$ cat src/fds_pkg.sv
// shared addresses, disk geometry, bus and map types for the FDS mapper; referenced by scoped names
package fds_pkg;

	// widths
	localparam int DISK_POS_W = 16;
	localparam int DISK_OFS_W = 18;
	localparam int PRG_AOUT_W = 19;
	localparam int CHR_BANK_W = 9;

	// timer and io registers
	localparam logic [15:0] REG_TIMER_LO     = 16'h4020;
	localparam logic [15:0] REG_TIMER_HI     = 16'h4021;
	localparam logic [15:0] REG_TIMER_CTRL   = 16'h4022;
	localparam logic [15:0] REG_IO_EN        = 16'h4023;

	// disk control and status
	localparam logic [15:0] REG_DISK_CTRL    = 16'h4025;
	localparam logic [15:0] REG_DISK_SIDE    = 16'h4027; // side select, not a real FDS register
	localparam logic [15:0] REG_IRQ_STATUS   = 16'h4030;
	localparam logic [15:0] REG_DRIVE_STATUS = 16'h4032;
	localparam logic [15:0] REG_EXT_STATUS   = 16'h4033;
	localparam logic [15:0] REG_SAVE_FLAG    = 16'h4208;

	// bios handshake addresses, lo then hi
	localparam logic [15:0] DISK_WRITE_LO    = 16'hF4CD;
	localparam logic [15:0] DISK_WRITE_HI    = 16'hF4CE;
	localparam logic [15:0] DISK_READ_LO     = 16'hF4D0;
	localparam logic [15:0] DISK_READ_HI     = 16'hF4D1;

	// disk image geometry
	localparam logic [DISK_OFS_W-1:0] DISK_SIDE_BYTES   = 18'd65500;
	localparam logic [DISK_OFS_W-1:0] DISK_HEADER_BYTES = 18'd16; // image header before side 0
	localparam logic [DISK_POS_W-1:0] DISK_POS_LAST     = 16'd65499;

	localparam logic [7:0] EXT_STATUS_VALUE = 8'h80; // battery good

	// one cpu cycle, valid while cpu_ce is high
	typedef struct packed {
		logic [15:0] addr;
		logic [7:0]  wdata;
		logic        write;
	} cpu_bus_t;

	// chr side mapping
	typedef struct packed {
		logic [CHR_BANK_W-1:0] chr_bank; // address bits 18..10
		logic                  ciram_ce;
	} chr_map_t;

	// lo/hi handshake state, shared by read and write sequencers
	typedef enum logic [1:0] {
		SEQ_IDLE,
		SEQ_ARMED,
		SEQ_OPEN
	} seq_state_t;

	// disk control bits handed to the map and readback blocks
	typedef struct packed {
		logic vertical;
		logic io_en;
		logic rd_open;  // read window open this cycle
		logic wr_open;  // write window open this cycle
	} disk_ctrl_t;

endpackage

$ cat src/fds_addr_map.sv
// combinational PRG bank translation, PRG access permission and CHR/nametable mirroring
`timescale 1ns/10ps

module fds_addr_map (
	input  fds_pkg::cpu_bus_t               bus,
	input  fds_pkg::disk_ctrl_t             ctrl,
	input  logic [fds_pkg::DISK_OFS_W-1:0]  disk_ofs,
	output logic [fds_pkg::PRG_AOUT_W-1:0]  prg_aout,
	output logic                            prg_allow,
	output fds_pkg::chr_map_t               chr
);

	logic [5:0] prg_bank;
	logic       window_open;
	logic       wram_range;   // $6000-$DFFF
	logic       ofs_port;     // disk offset readback addresses
	logic       a10;

	assign window_open = ctrl.rd_open | ctrl.wr_open;
	assign wram_range  = bus.addr[15] ^ (&bus.addr[14:13]);

	assign ofs_port = ((bus.addr == fds_pkg::DISK_READ_LO)  |
	                   (bus.addr == fds_pkg::DISK_READ_HI)  |
	                   (bus.addr == fds_pkg::DISK_WRITE_LO) |
	                   (bus.addr == fds_pkg::DISK_WRITE_HI)) & ~window_open;

	// e000-ffff is bios, or the disk image for one cycle after a handshake
	always_comb begin
		if (bus.addr[15:13] == 3'b111) begin
			if (window_open)
				prg_bank = {1'b1, disk_ofs[17:13]};
			else
				prg_bank = 6'd0;
		end else begin
			prg_bank = {4'b0001, bus.addr[14:13]}; // work ram
		end
	end

	assign prg_aout = {prg_bank, bus.addr[12:0]};

	always_comb begin
		if (bus.write)
			prg_allow = ctrl.wr_open | wram_range; // open write window reaches the image
		else
			prg_allow = (bus.addr[15:13] == 3'b011) | (bus.addr[15] & ~ofs_port);
	end

	// pattern tables pass A10, nametables pick A10 or A11
	always_comb begin
		if (!bus.addr[13])
			a10 = bus.addr[10];
		else if (ctrl.vertical)
			a10 = bus.addr[10];
		else
			a10 = bus.addr[11];
	end

	assign chr.chr_bank = {6'd0, bus.addr[12:11], a10};
	assign chr.ciram_ce = bus.addr[13];

endmodule

$ cat src/fds_disk_seq.sv
// disk control/side registers, lo/hi read and write sequencers, disk pointer and save flag
`timescale 1ns/10ps

module fds_disk_seq (
	input  logic                            clk20,
	input  logic                            reset,
	input  logic                            cpu_ce,
	input  fds_pkg::cpu_bus_t               bus,
	input  logic                            io_en,
	output fds_pkg::disk_ctrl_t             ctrl,
	output logic [fds_pkg::DISK_OFS_W-1:0]  disk_ofs,
	output logic                            disk_end,
	output logic                            saved
);

	fds_pkg::seq_state_t wr_state;
	fds_pkg::seq_state_t rd_state;

	logic [fds_pkg::DISK_POS_W-1:0] disk_pos;
	logic [fds_pkg::DISK_OFS_W-1:0] side_base;
	logic [1:0]                     side;
	logic                           diskreset;
	logic                           write_en;
	logic                           vertical;
	logic                           rd_cyc;
	logic                           rd_open;
	logic                           wr_open;

	// lo arms, hi while armed opens, anything else drops back to idle
	function automatic fds_pkg::seq_state_t seq_next(
		input fds_pkg::seq_state_t cur,
		input logic                lo_hit,
		input logic                hi_hit
	);
		fds_pkg::seq_state_t nxt;
		if (lo_hit)
			nxt = fds_pkg::SEQ_ARMED;
		else if (hi_hit && cur == fds_pkg::SEQ_ARMED)
			nxt = fds_pkg::SEQ_OPEN;
		else
			nxt = fds_pkg::SEQ_IDLE;
		return nxt;
	endfunction

	assign rd_cyc  = ~bus.write;
	assign rd_open = (rd_state == fds_pkg::SEQ_OPEN);
	assign wr_open = (wr_state == fds_pkg::SEQ_OPEN);

	always_ff @(posedge clk20) begin
		if (reset) begin
			wr_state  <= fds_pkg::SEQ_IDLE;
			rd_state  <= fds_pkg::SEQ_IDLE;
			disk_pos  <= '0;
			side      <= 2'd0;
			diskreset <= 1'b0;
			write_en  <= 1'b0;
			vertical  <= 1'b0;
			saved     <= 1'b0;
		end else if (cpu_ce) begin
			if (bus.write && bus.addr == fds_pkg::REG_DISK_CTRL) begin
				diskreset <= bus.wdata[1];
				write_en  <= ~bus.wdata[2]; // active low on the bus
				vertical  <= ~bus.wdata[3];
			end
			if (bus.write && bus.addr == fds_pkg::REG_DISK_SIDE)
				side <= bus.wdata[1:0];

			wr_state <= seq_next(wr_state,
				rd_cyc & write_en & (bus.addr == fds_pkg::DISK_WRITE_LO),
				rd_cyc & (bus.addr == fds_pkg::DISK_WRITE_HI));
			rd_state <= seq_next(rd_state,
				rd_cyc & (bus.addr == fds_pkg::DISK_READ_LO),
				rd_cyc & (bus.addr == fds_pkg::DISK_READ_HI));

			if (wr_open)
				saved <= 1'b1; // sticky until reset

			if (diskreset)
				disk_pos <= '0;
			else if (rd_open && !disk_end)
				disk_pos <= disk_pos + 16'd1; // one byte per read sequence
		end
	end

	assign disk_end  = (disk_pos == fds_pkg::DISK_POS_LAST);
	assign side_base = {{(fds_pkg::DISK_OFS_W-2){1'b0}}, side} * fds_pkg::DISK_SIDE_BYTES;
	assign disk_ofs  = {2'b00, disk_pos} + fds_pkg::DISK_HEADER_BYTES + side_base;

	assign ctrl.vertical = vertical;
	assign ctrl.io_en    = io_en;
	assign ctrl.rd_open  = rd_open;
	assign ctrl.wr_open  = wr_open;

endmodule

$ cat src/fds_mapper.sv
// FDS mapper top: timer, disk sequencer, address map and readback mux on one cpu bus
`timescale 1ns/10ps

module fds_mapper (
	input  logic                            clk20,
	input  logic                            reset,
	input  logic                            cpu_ce,
	input  fds_pkg::cpu_bus_t               bus,
	input  logic [7:0]                      ram_rdata,
	input  logic                            disk_swap,
	output logic [7:0]                      rdata,
	output logic [fds_pkg::PRG_AOUT_W-1:0]  prg_aout,
	output logic                            prg_allow,
	output fds_pkg::chr_map_t               chr,
	output logic                            irq
);

	fds_pkg::disk_ctrl_t            ctrl;
	logic [fds_pkg::DISK_OFS_W-1:0] disk_ofs;
	logic                           io_en;
	logic                           disk_end;
	logic                           saved;

	fds_timer_irq timer_irq_inst (
		.clk20  (clk20),
		.reset  (reset),
		.cpu_ce (cpu_ce),
		.bus    (bus),
		.irq    (irq),
		.io_en  (io_en)
	);

	fds_disk_seq disk_seq_inst (
		.clk20    (clk20),
		.reset    (reset),
		.cpu_ce   (cpu_ce),
		.bus      (bus),
		.io_en    (io_en),
		.ctrl     (ctrl),
		.disk_ofs (disk_ofs),
		.disk_end (disk_end),
		.saved    (saved)
	);

	fds_addr_map addr_map_inst (
		.bus       (bus),
		.ctrl      (ctrl),
		.disk_ofs  (disk_ofs),
		.prg_aout  (prg_aout),
		.prg_allow (prg_allow),
		.chr       (chr)
	);

	fds_read_mux read_mux_inst (
		.bus       (bus),
		.ram_rdata (ram_rdata),
		.irq       (irq),
		.disk_swap (disk_swap),
		.disk_end  (disk_end),
		.saved     (saved),
		.ctrl      (ctrl),
		.disk_ofs  (disk_ofs),
		.rdata     (rdata)
	);

endmodule

$ cat src/fds_read_mux.sv
// combinational cpu readback over status registers, disk offset ports and external ram data
`timescale 1ns/10ps

module fds_read_mux (
	input  fds_pkg::cpu_bus_t               bus,
	input  logic [7:0]                      ram_rdata,
	input  logic                            irq,
	input  logic                            disk_swap,
	input  logic                            disk_end,
	input  logic                            saved,
	input  fds_pkg::disk_ctrl_t             ctrl,
	input  logic [fds_pkg::DISK_OFS_W-1:0]  disk_ofs,
	output logic [7:0]                      rdata
);

	logic window_open;
	logic hit_lo;
	logic hit_hi;

	assign window_open = ctrl.rd_open | ctrl.wr_open;

	// offset ports only answer while no window is open
	assign hit_lo = ((bus.addr == fds_pkg::DISK_READ_LO) |
	                 (bus.addr == fds_pkg::DISK_WRITE_LO)) & ~window_open;
	assign hit_hi = ((bus.addr == fds_pkg::DISK_READ_HI) |
	                 (bus.addr == fds_pkg::DISK_WRITE_HI)) & ~window_open;

	always_comb begin
		if (bus.addr == fds_pkg::REG_IRQ_STATUS)
			rdata = {7'd0, irq};
		else if (bus.addr == fds_pkg::REG_DRIVE_STATUS)
			rdata = {5'd0, disk_swap, disk_end, disk_swap}; // eject shows in bits 0 and 2
		else if (bus.addr == fds_pkg::REG_EXT_STATUS)
			rdata = fds_pkg::EXT_STATUS_VALUE;
		else if (hit_lo)
			rdata = disk_ofs[7:0];
		else if (hit_hi)
			rdata = {3'b111, disk_ofs[12:8]};
		else if (bus.addr == fds_pkg::REG_SAVE_FLAG)
			rdata = {7'd0, saved};
		else
			rdata = ram_rdata; // everything else from memory
	end

endmodule

$ cat src/fds_timer_irq.sv
// FDS timer IRQ: reload latch, countdown, enable/repeat and $4030 acknowledge, stepped by cpu_ce
`timescale 1ns/10ps

module fds_timer_irq (
	input  logic              clk20,
	input  logic              reset,
	input  logic              cpu_ce,
	input  fds_pkg::cpu_bus_t bus,
	output logic              irq,
	output logic              io_en
);

	logic [15:0] timer_latch;
	logic [15:0] timer;
	logic        timer_en;
	logic        timer_repeat;
	logic        wr_cyc;
	logic        ack;

	assign wr_cyc = cpu_ce & bus.write;
	assign ack    = cpu_ce & ~bus.write & (bus.addr == fds_pkg::REG_IRQ_STATUS);

	always_ff @(posedge clk20) begin
		if (reset) begin
			irq          <= 1'b0;
			io_en        <= 1'b0;
			timer_en     <= 1'b0;
			timer_repeat <= 1'b0;
		end else begin
			if (cpu_ce && timer_en) begin
				if (timer == 16'd0) begin
					irq   <= 1'b1;
					timer <= timer_latch; // reload on expiry
					if (!timer_repeat)
						timer_en <= 1'b0; // one-shot
				end else begin
					timer <= timer - 16'd1;
				end
			end

			// register writes override the countdown
			if (wr_cyc) begin
				case (bus.addr)
					fds_pkg::REG_TIMER_LO: timer_latch[7:0]  <= bus.wdata;
					fds_pkg::REG_TIMER_HI: timer_latch[15:8] <= bus.wdata;
					fds_pkg::REG_TIMER_CTRL: begin
						timer_repeat <= bus.wdata[0];
						timer_en     <= bus.wdata[1] & io_en;
						if (bus.wdata[1] && io_en)
							timer <= timer_latch;
						else
							irq <= 1'b0;
					end
					fds_pkg::REG_IO_EN: begin
						io_en <= bus.wdata[0];
						if (!bus.wdata[0]) begin
							timer_en <= 1'b0; // disk registers off stops the timer
							irq      <= 1'b0;
						end
					end
					default: ;
				endcase
			end

			// status read acknowledges, wins over a set on the same edge
			if (ack)
				irq <= 1'b0;
		end
	end

endmodule

$ cat config.mk
export PLATFORM = sky130hd
export DESIGN_NAME = fds_mapper
export DESIGN_NICKNAME = d
export VERILOG_FILES = /design/src/fds_pkg.sv /design/src/fds_addr_map.sv /design/src/fds_disk_seq.sv /design/src/fds_mapper.sv /design/src/fds_read_mux.sv /design/src/fds_timer_irq.sv
export SDC_FILE = /design/constraint.sdc
export NUM_CORES = 1
export LEC_CHECK = 0
export BUFFER_PORTS_ARGS = -buffer_cell sky130_fd_sc_hd__clkbuf_2
export CAP_MARGIN = 15
export CELL_PAD_IN_SITES_DETAIL_PLACEMENT = 1
export CELL_PAD_IN_SITES_GLOBAL_PLACEMENT = 1
export CORE_MARGIN = 3
export CORE_UTILIZATION = 46
export DETAILED_ROUTE_END_ITERATION = 10
export PLACE_DENSITY_LB_ADDON = 0.25
export SLEW_MARGIN = 25
export SYNTH_ARGS = -nofsm -noshare
export SYNTH_HDL_FRONTEND = slang
export SYNTH_SLANG_ARGS = --single-unit
$ cat constraint.sdc
create_clock -name clk20 -period 6.9 [get_ports clk20]
set_input_delay 0.345 -clock clk20 [delete_from_list [all_inputs] [get_ports clk20]]
set_output_delay 0.345 -clock clk20 [all_outputs]
set_load 0.02 [all_outputs]
==> run_results.csv <==
group,metric,value,unit
timing,worst-slew-pin-transition,0.790,ns
cts,worst_skew_pair.late_latency,0.35,ns
timing,min_period,3.65,ns
synthesis,syn-instance-count,506,
placement,post-place-cells,671,
timing,maxClockFrequency,274,MHz
cts,hold_buffers,0,
die,die_height,103,microns
cts,tritoncts_clock_tree,"built",
timing,finalMaxSlewViolations,0,
cts,cts_repair_resize_count,0,
critical_path,critical_path_peak_fanout,6,
placement,detailedPlacementHpwl,9.42,mm
die,core_area,8980,sq um
synthesis,postSynth.topFlopCell,"edfxtp_1",
synthesis,synth_edf_count,32,
timing,fin_tns_setup,0,ns
critical_path,slowest_stage,"dfxtp_1",
route,finalWirelength,12.1,mm
min_path,worstHoldPathType,"in -> reg",
route,detail-route-antenna-nets,0,
grt,initial_antenna_violation_count,0,
die,initial_utilization,48.6,%
die,die_w,103,microns
cts,ctsRootBufferMaster,"clkbuf_8",
cells_and_area,drive_gt1_share,18.4,%
synthesis,synth.yosys.warnings,0,
placement,port-buffer-count,69,
pwr,swShare,28.0,%
synthesis,ys_async_sr_fraction,0,%
critical_path,setup.worst_path.class,"reg -> out",
pwr,p_int,0.000549,W
die,io_pins,76,
timing,timing.hold.ws,0.191,ns
synthesis,post_synth_instance_area,4360,sq um
route,highest_layer,"met4",
route,routed_wire_length_per_instance,17.6,microns
grt,grt_start_max_net_pins,21,
timing,fin_skew,0.0121,ns
cts,cts_max_path_buffers,2,
critical_path,timing.critical_path.from_type,"flip-flop",
timing,final-setup-viol-count,0,
critical_path,worstPathArrival,3.31,ns
pwr,cellLeakagePower,2.00,nW
synthesis,synth_top_cell_by_area,"edfxtp_1",
critical_path,setup.worst_path.end_class,"output pin",
cells_and_area,fin_util,53.9,%
route,detailroute.via_count,3795,
route,routed-wl-met2,6.02,mm
timing,report.final.hold_viol_count,0,
grt,grt_pass1_vias,3876,
synthesis,top_area_cells_in_the_synthesized_netlist,"edfxtp_1, dfxtp_1, ha_1, nand2_1, xnor2_1",
die,design.die.area,10700,sq um
cts,htreeDepth,3,
route,via_per_inst,5.52,
pwr,share_of_total_power_in_combinational_logic,9.9,%
pwr,power-per-cell-area,158,nW/um^2
grt,global_route_usage_over_all_layers,23.3,%
cts,cts.sink_count,62,
route,dr.first_iter.drc_count,171,
cells_and_area,layout.cells.non_filler,687,
synthesis,synth_top_area_share,22.0,%
timing,relSlewSlack,47.0,%
synthesis,synth.lib_cells_used.distinct,64,
pwr,sw_pwr,0.000213,W
grt,grt_remaining_overflow,0,
cells_and_area,finish.instance_area,4840,sq um
run,maxCapViolations,0,
outcome,status,"completed",
cells_and_area,num_antenna_cells,0,
cells_and_area,nNetsFinal,619,
critical_path,timing.critical_path.required,6.55,ns
grt,wire_length_of_the_first_global_routing_pass,19.3,mm
route,drc,0,
pwr,vdd_ir_drop_max,0.0782,mV
synthesis,synth.avg_cell_area,8.61,sq um
cts,cts.clk_slew.worst_paths,0.07,ns
timing,rsz0062_at_grt,"no",
die,std_cell_rows,34,
placement,dpl-instance-area,4660,sq um
cts,tritoncts.num_buffers,9,
cts,post-cts-setup-buffers,0,
synthesis,seq_area_frac_synth,35.8,%
cells_and_area,flow.area_growth_from_synthesis,10.9,%
critical_path,cp_slowest_stage_delay,0.43,ns
pwr,power_frac_clock,38.0,%
route,met3WireLength,414,microns
timing,min_period_over_period,53.0,%
route,detailedRoute.firstPassIterationCount,4,
pwr,power_frac_seq,52.2,%
critical_path,crit_chain,"ha_1, nand3_1, nor2_1, and3_1, and3_1, xor2_1, ha_1, o21a_1, nor2_1, a31oi_1, nor3_1, a211o_1, clkbuf_2",
synthesis,synth.ff_latch_count,62,
route,detail_route.wirelength.met1,5.49,mm
placement,routabilityCongestion,0.884,
==> cells in the mapped netlist (all sizes together), types with 2 or more instances <==
cell type	n
a211o	2
a21boi	2
a21o	2
a21oi	28
a22o	3
a22oi	2
a31oi	5
and2	2
and3	9
buf	29
clkbuf	8
dfxtp	30
edfxtp	32
ha	25
inv	17
mux2i	6
nand2	56
nand2b	6
nand3	17
nand3b	4
nand4	5
nand4b	6
nor2	53
nor2b	9
nor3	15
nor3b	2
nor4	7
o2111ai	2
o211ai	3
o21a	2
o21ai	36
o22ai	3
o31ai	2
or2	5
or3	6
or4	2
xnor2	24
xor2	24
==> routing by layer <==
layer / global-route usage (%) / vias up
met5: 0 / -
met4: 6.97 / 0
met3: 4.49 / 13
met2: 39.7 / 70
met1: 30.0 / 1840
li1: - / 1872
==> critical path: cells and delay by family (launching register included) <==
| kind | cells | cell delay, ns |
|---|---|---|
| AND/OR/NAND/NOR | 6 | 1.03 |
| AO/OA/AOI/OAI | 3 | 0.73 |
| adder cells (fa/ha/maj) | 2 | 0.55 |
| flip-flops | 1 | 0.43 |
| buffers and inverters | 1 | 0.16 |
| XOR/XNOR | 1 | 0.08 |
==> state kept, by name, summed over array words and instances, names as in the netlist <==
register and count:
disk_seq_inst.disk_pos 16, timer_irq_inst.timer 16, timer_irq_inst.timer_latch 16, disk_seq_inst.rd_state 2
disk_seq_inst.side 2, disk_seq_inst.wr_state 2, disk_seq_inst.diskreset 1, disk_seq_inst.saved 1
disk_seq_inst.vertical 1, disk_seq_inst.write_en 1, timer_irq_inst.io_en 1, timer_irq_inst.irq 1
timer_irq_inst.timer_en 1, timer_irq_inst.timer_repeat 1
==> placed cells by master (no fill, tap or decap), types with 4 or more instances in the layout <==
cell type,synthesis,routed
a21oi_1,28,28
a31oi_1,5,5
and3_1,9,9
clkbuf_2,0,69
clkbuf_8,0,9
conb_1,1,6
dfxtp_1,30,30
edfxtp_1,32,32
ha_1,25,25
inv_1,17,17
mux2i_1,6,6
nand2_1,56,56
nand2b_1,6,6
nand3_1,16,16
nand3b_1,4,4
nand4_1,5,5
nand4b_1,6,6
nor2_1,52,52
nor2b_1,9,9
nor3_1,15,15
nor4_1,7,6
o21ai_0,29,29
o21ai_1,6,6
or2_2,5,5
or3_1,5,5
xnor2_1,24,24
xor2_1,24,24
==> stage by stage <==
step | total power, W | setup WS (ns)
final | 0.000763 | 3.25
after global routing | 0.000793 | 2.90
after CTS | 0.000770 | 3.21
after detailed placement | 0.000481 | 3.60
after global placement | 0.000478 | 3.73
after floorplan | 0.000457 | 3.81
==> path summary, 6_finish.rpt <==
| check | startpoint | to | slack (ns) | depth (start not counted) |
|---|---|---|---|---|
| min reg2reg | disk_seq_inst.rd_state[1] | disk_seq_inst.rd_state[1] | 0.48 | 2 |
| max reg2reg | timer_irq_inst.timer[2] | timer_irq_inst.timer[14] | 3.89 | 8 |
| min | bus[6] | timer_irq_inst.timer_latch[13] | 0.19 | 1 |
| max | disk_seq_inst.disk_pos[4] | prg_aout[17] | 3.25 | 13 |
==> final cells by class <==
| type | count | area [sq um] |
|---|---|---|
| clock buffers | 9 | 124 |
| clock inverters | 7 | 47.5 |
| fillers | 1097 | 4140 |
| inverters | 18 | 67.6 |
| multi-input cells | 394 | 2520 |
| flip-flops and latches | 62 | 1560 |
| well taps | 126 | 158 |
| repair buffers | 71 | 360 |
==> power groups by stage <==
stage          registers [W]  logic [W]  clock network [W]
2_1_floorplan       0.000405  0.0000523                  0
3_3_place_gp        0.000406  0.0000727                  0
3_5_place_dp        0.000406  0.0000750                  0
4_1_cts             0.000398  0.0000754           0.000297
5_1_grt             0.000399  0.0000819           0.000312
6_report            0.000398  0.0000752           0.000290
==> cells by family after synthesis <==
logic type,after synthesis,synth area share (%)
buffers and inverters,55,7.00
adders and majority gates,26,7.63
other,1,0.0860
muxes,7,1.64
xor gates and xnor gates,48,9.64
AOI/OAI and AO/OA,100,14.1
and+or+nand+nor,207,24.1
DFF,62,35.8
Power figures use the tool's default switching activity.
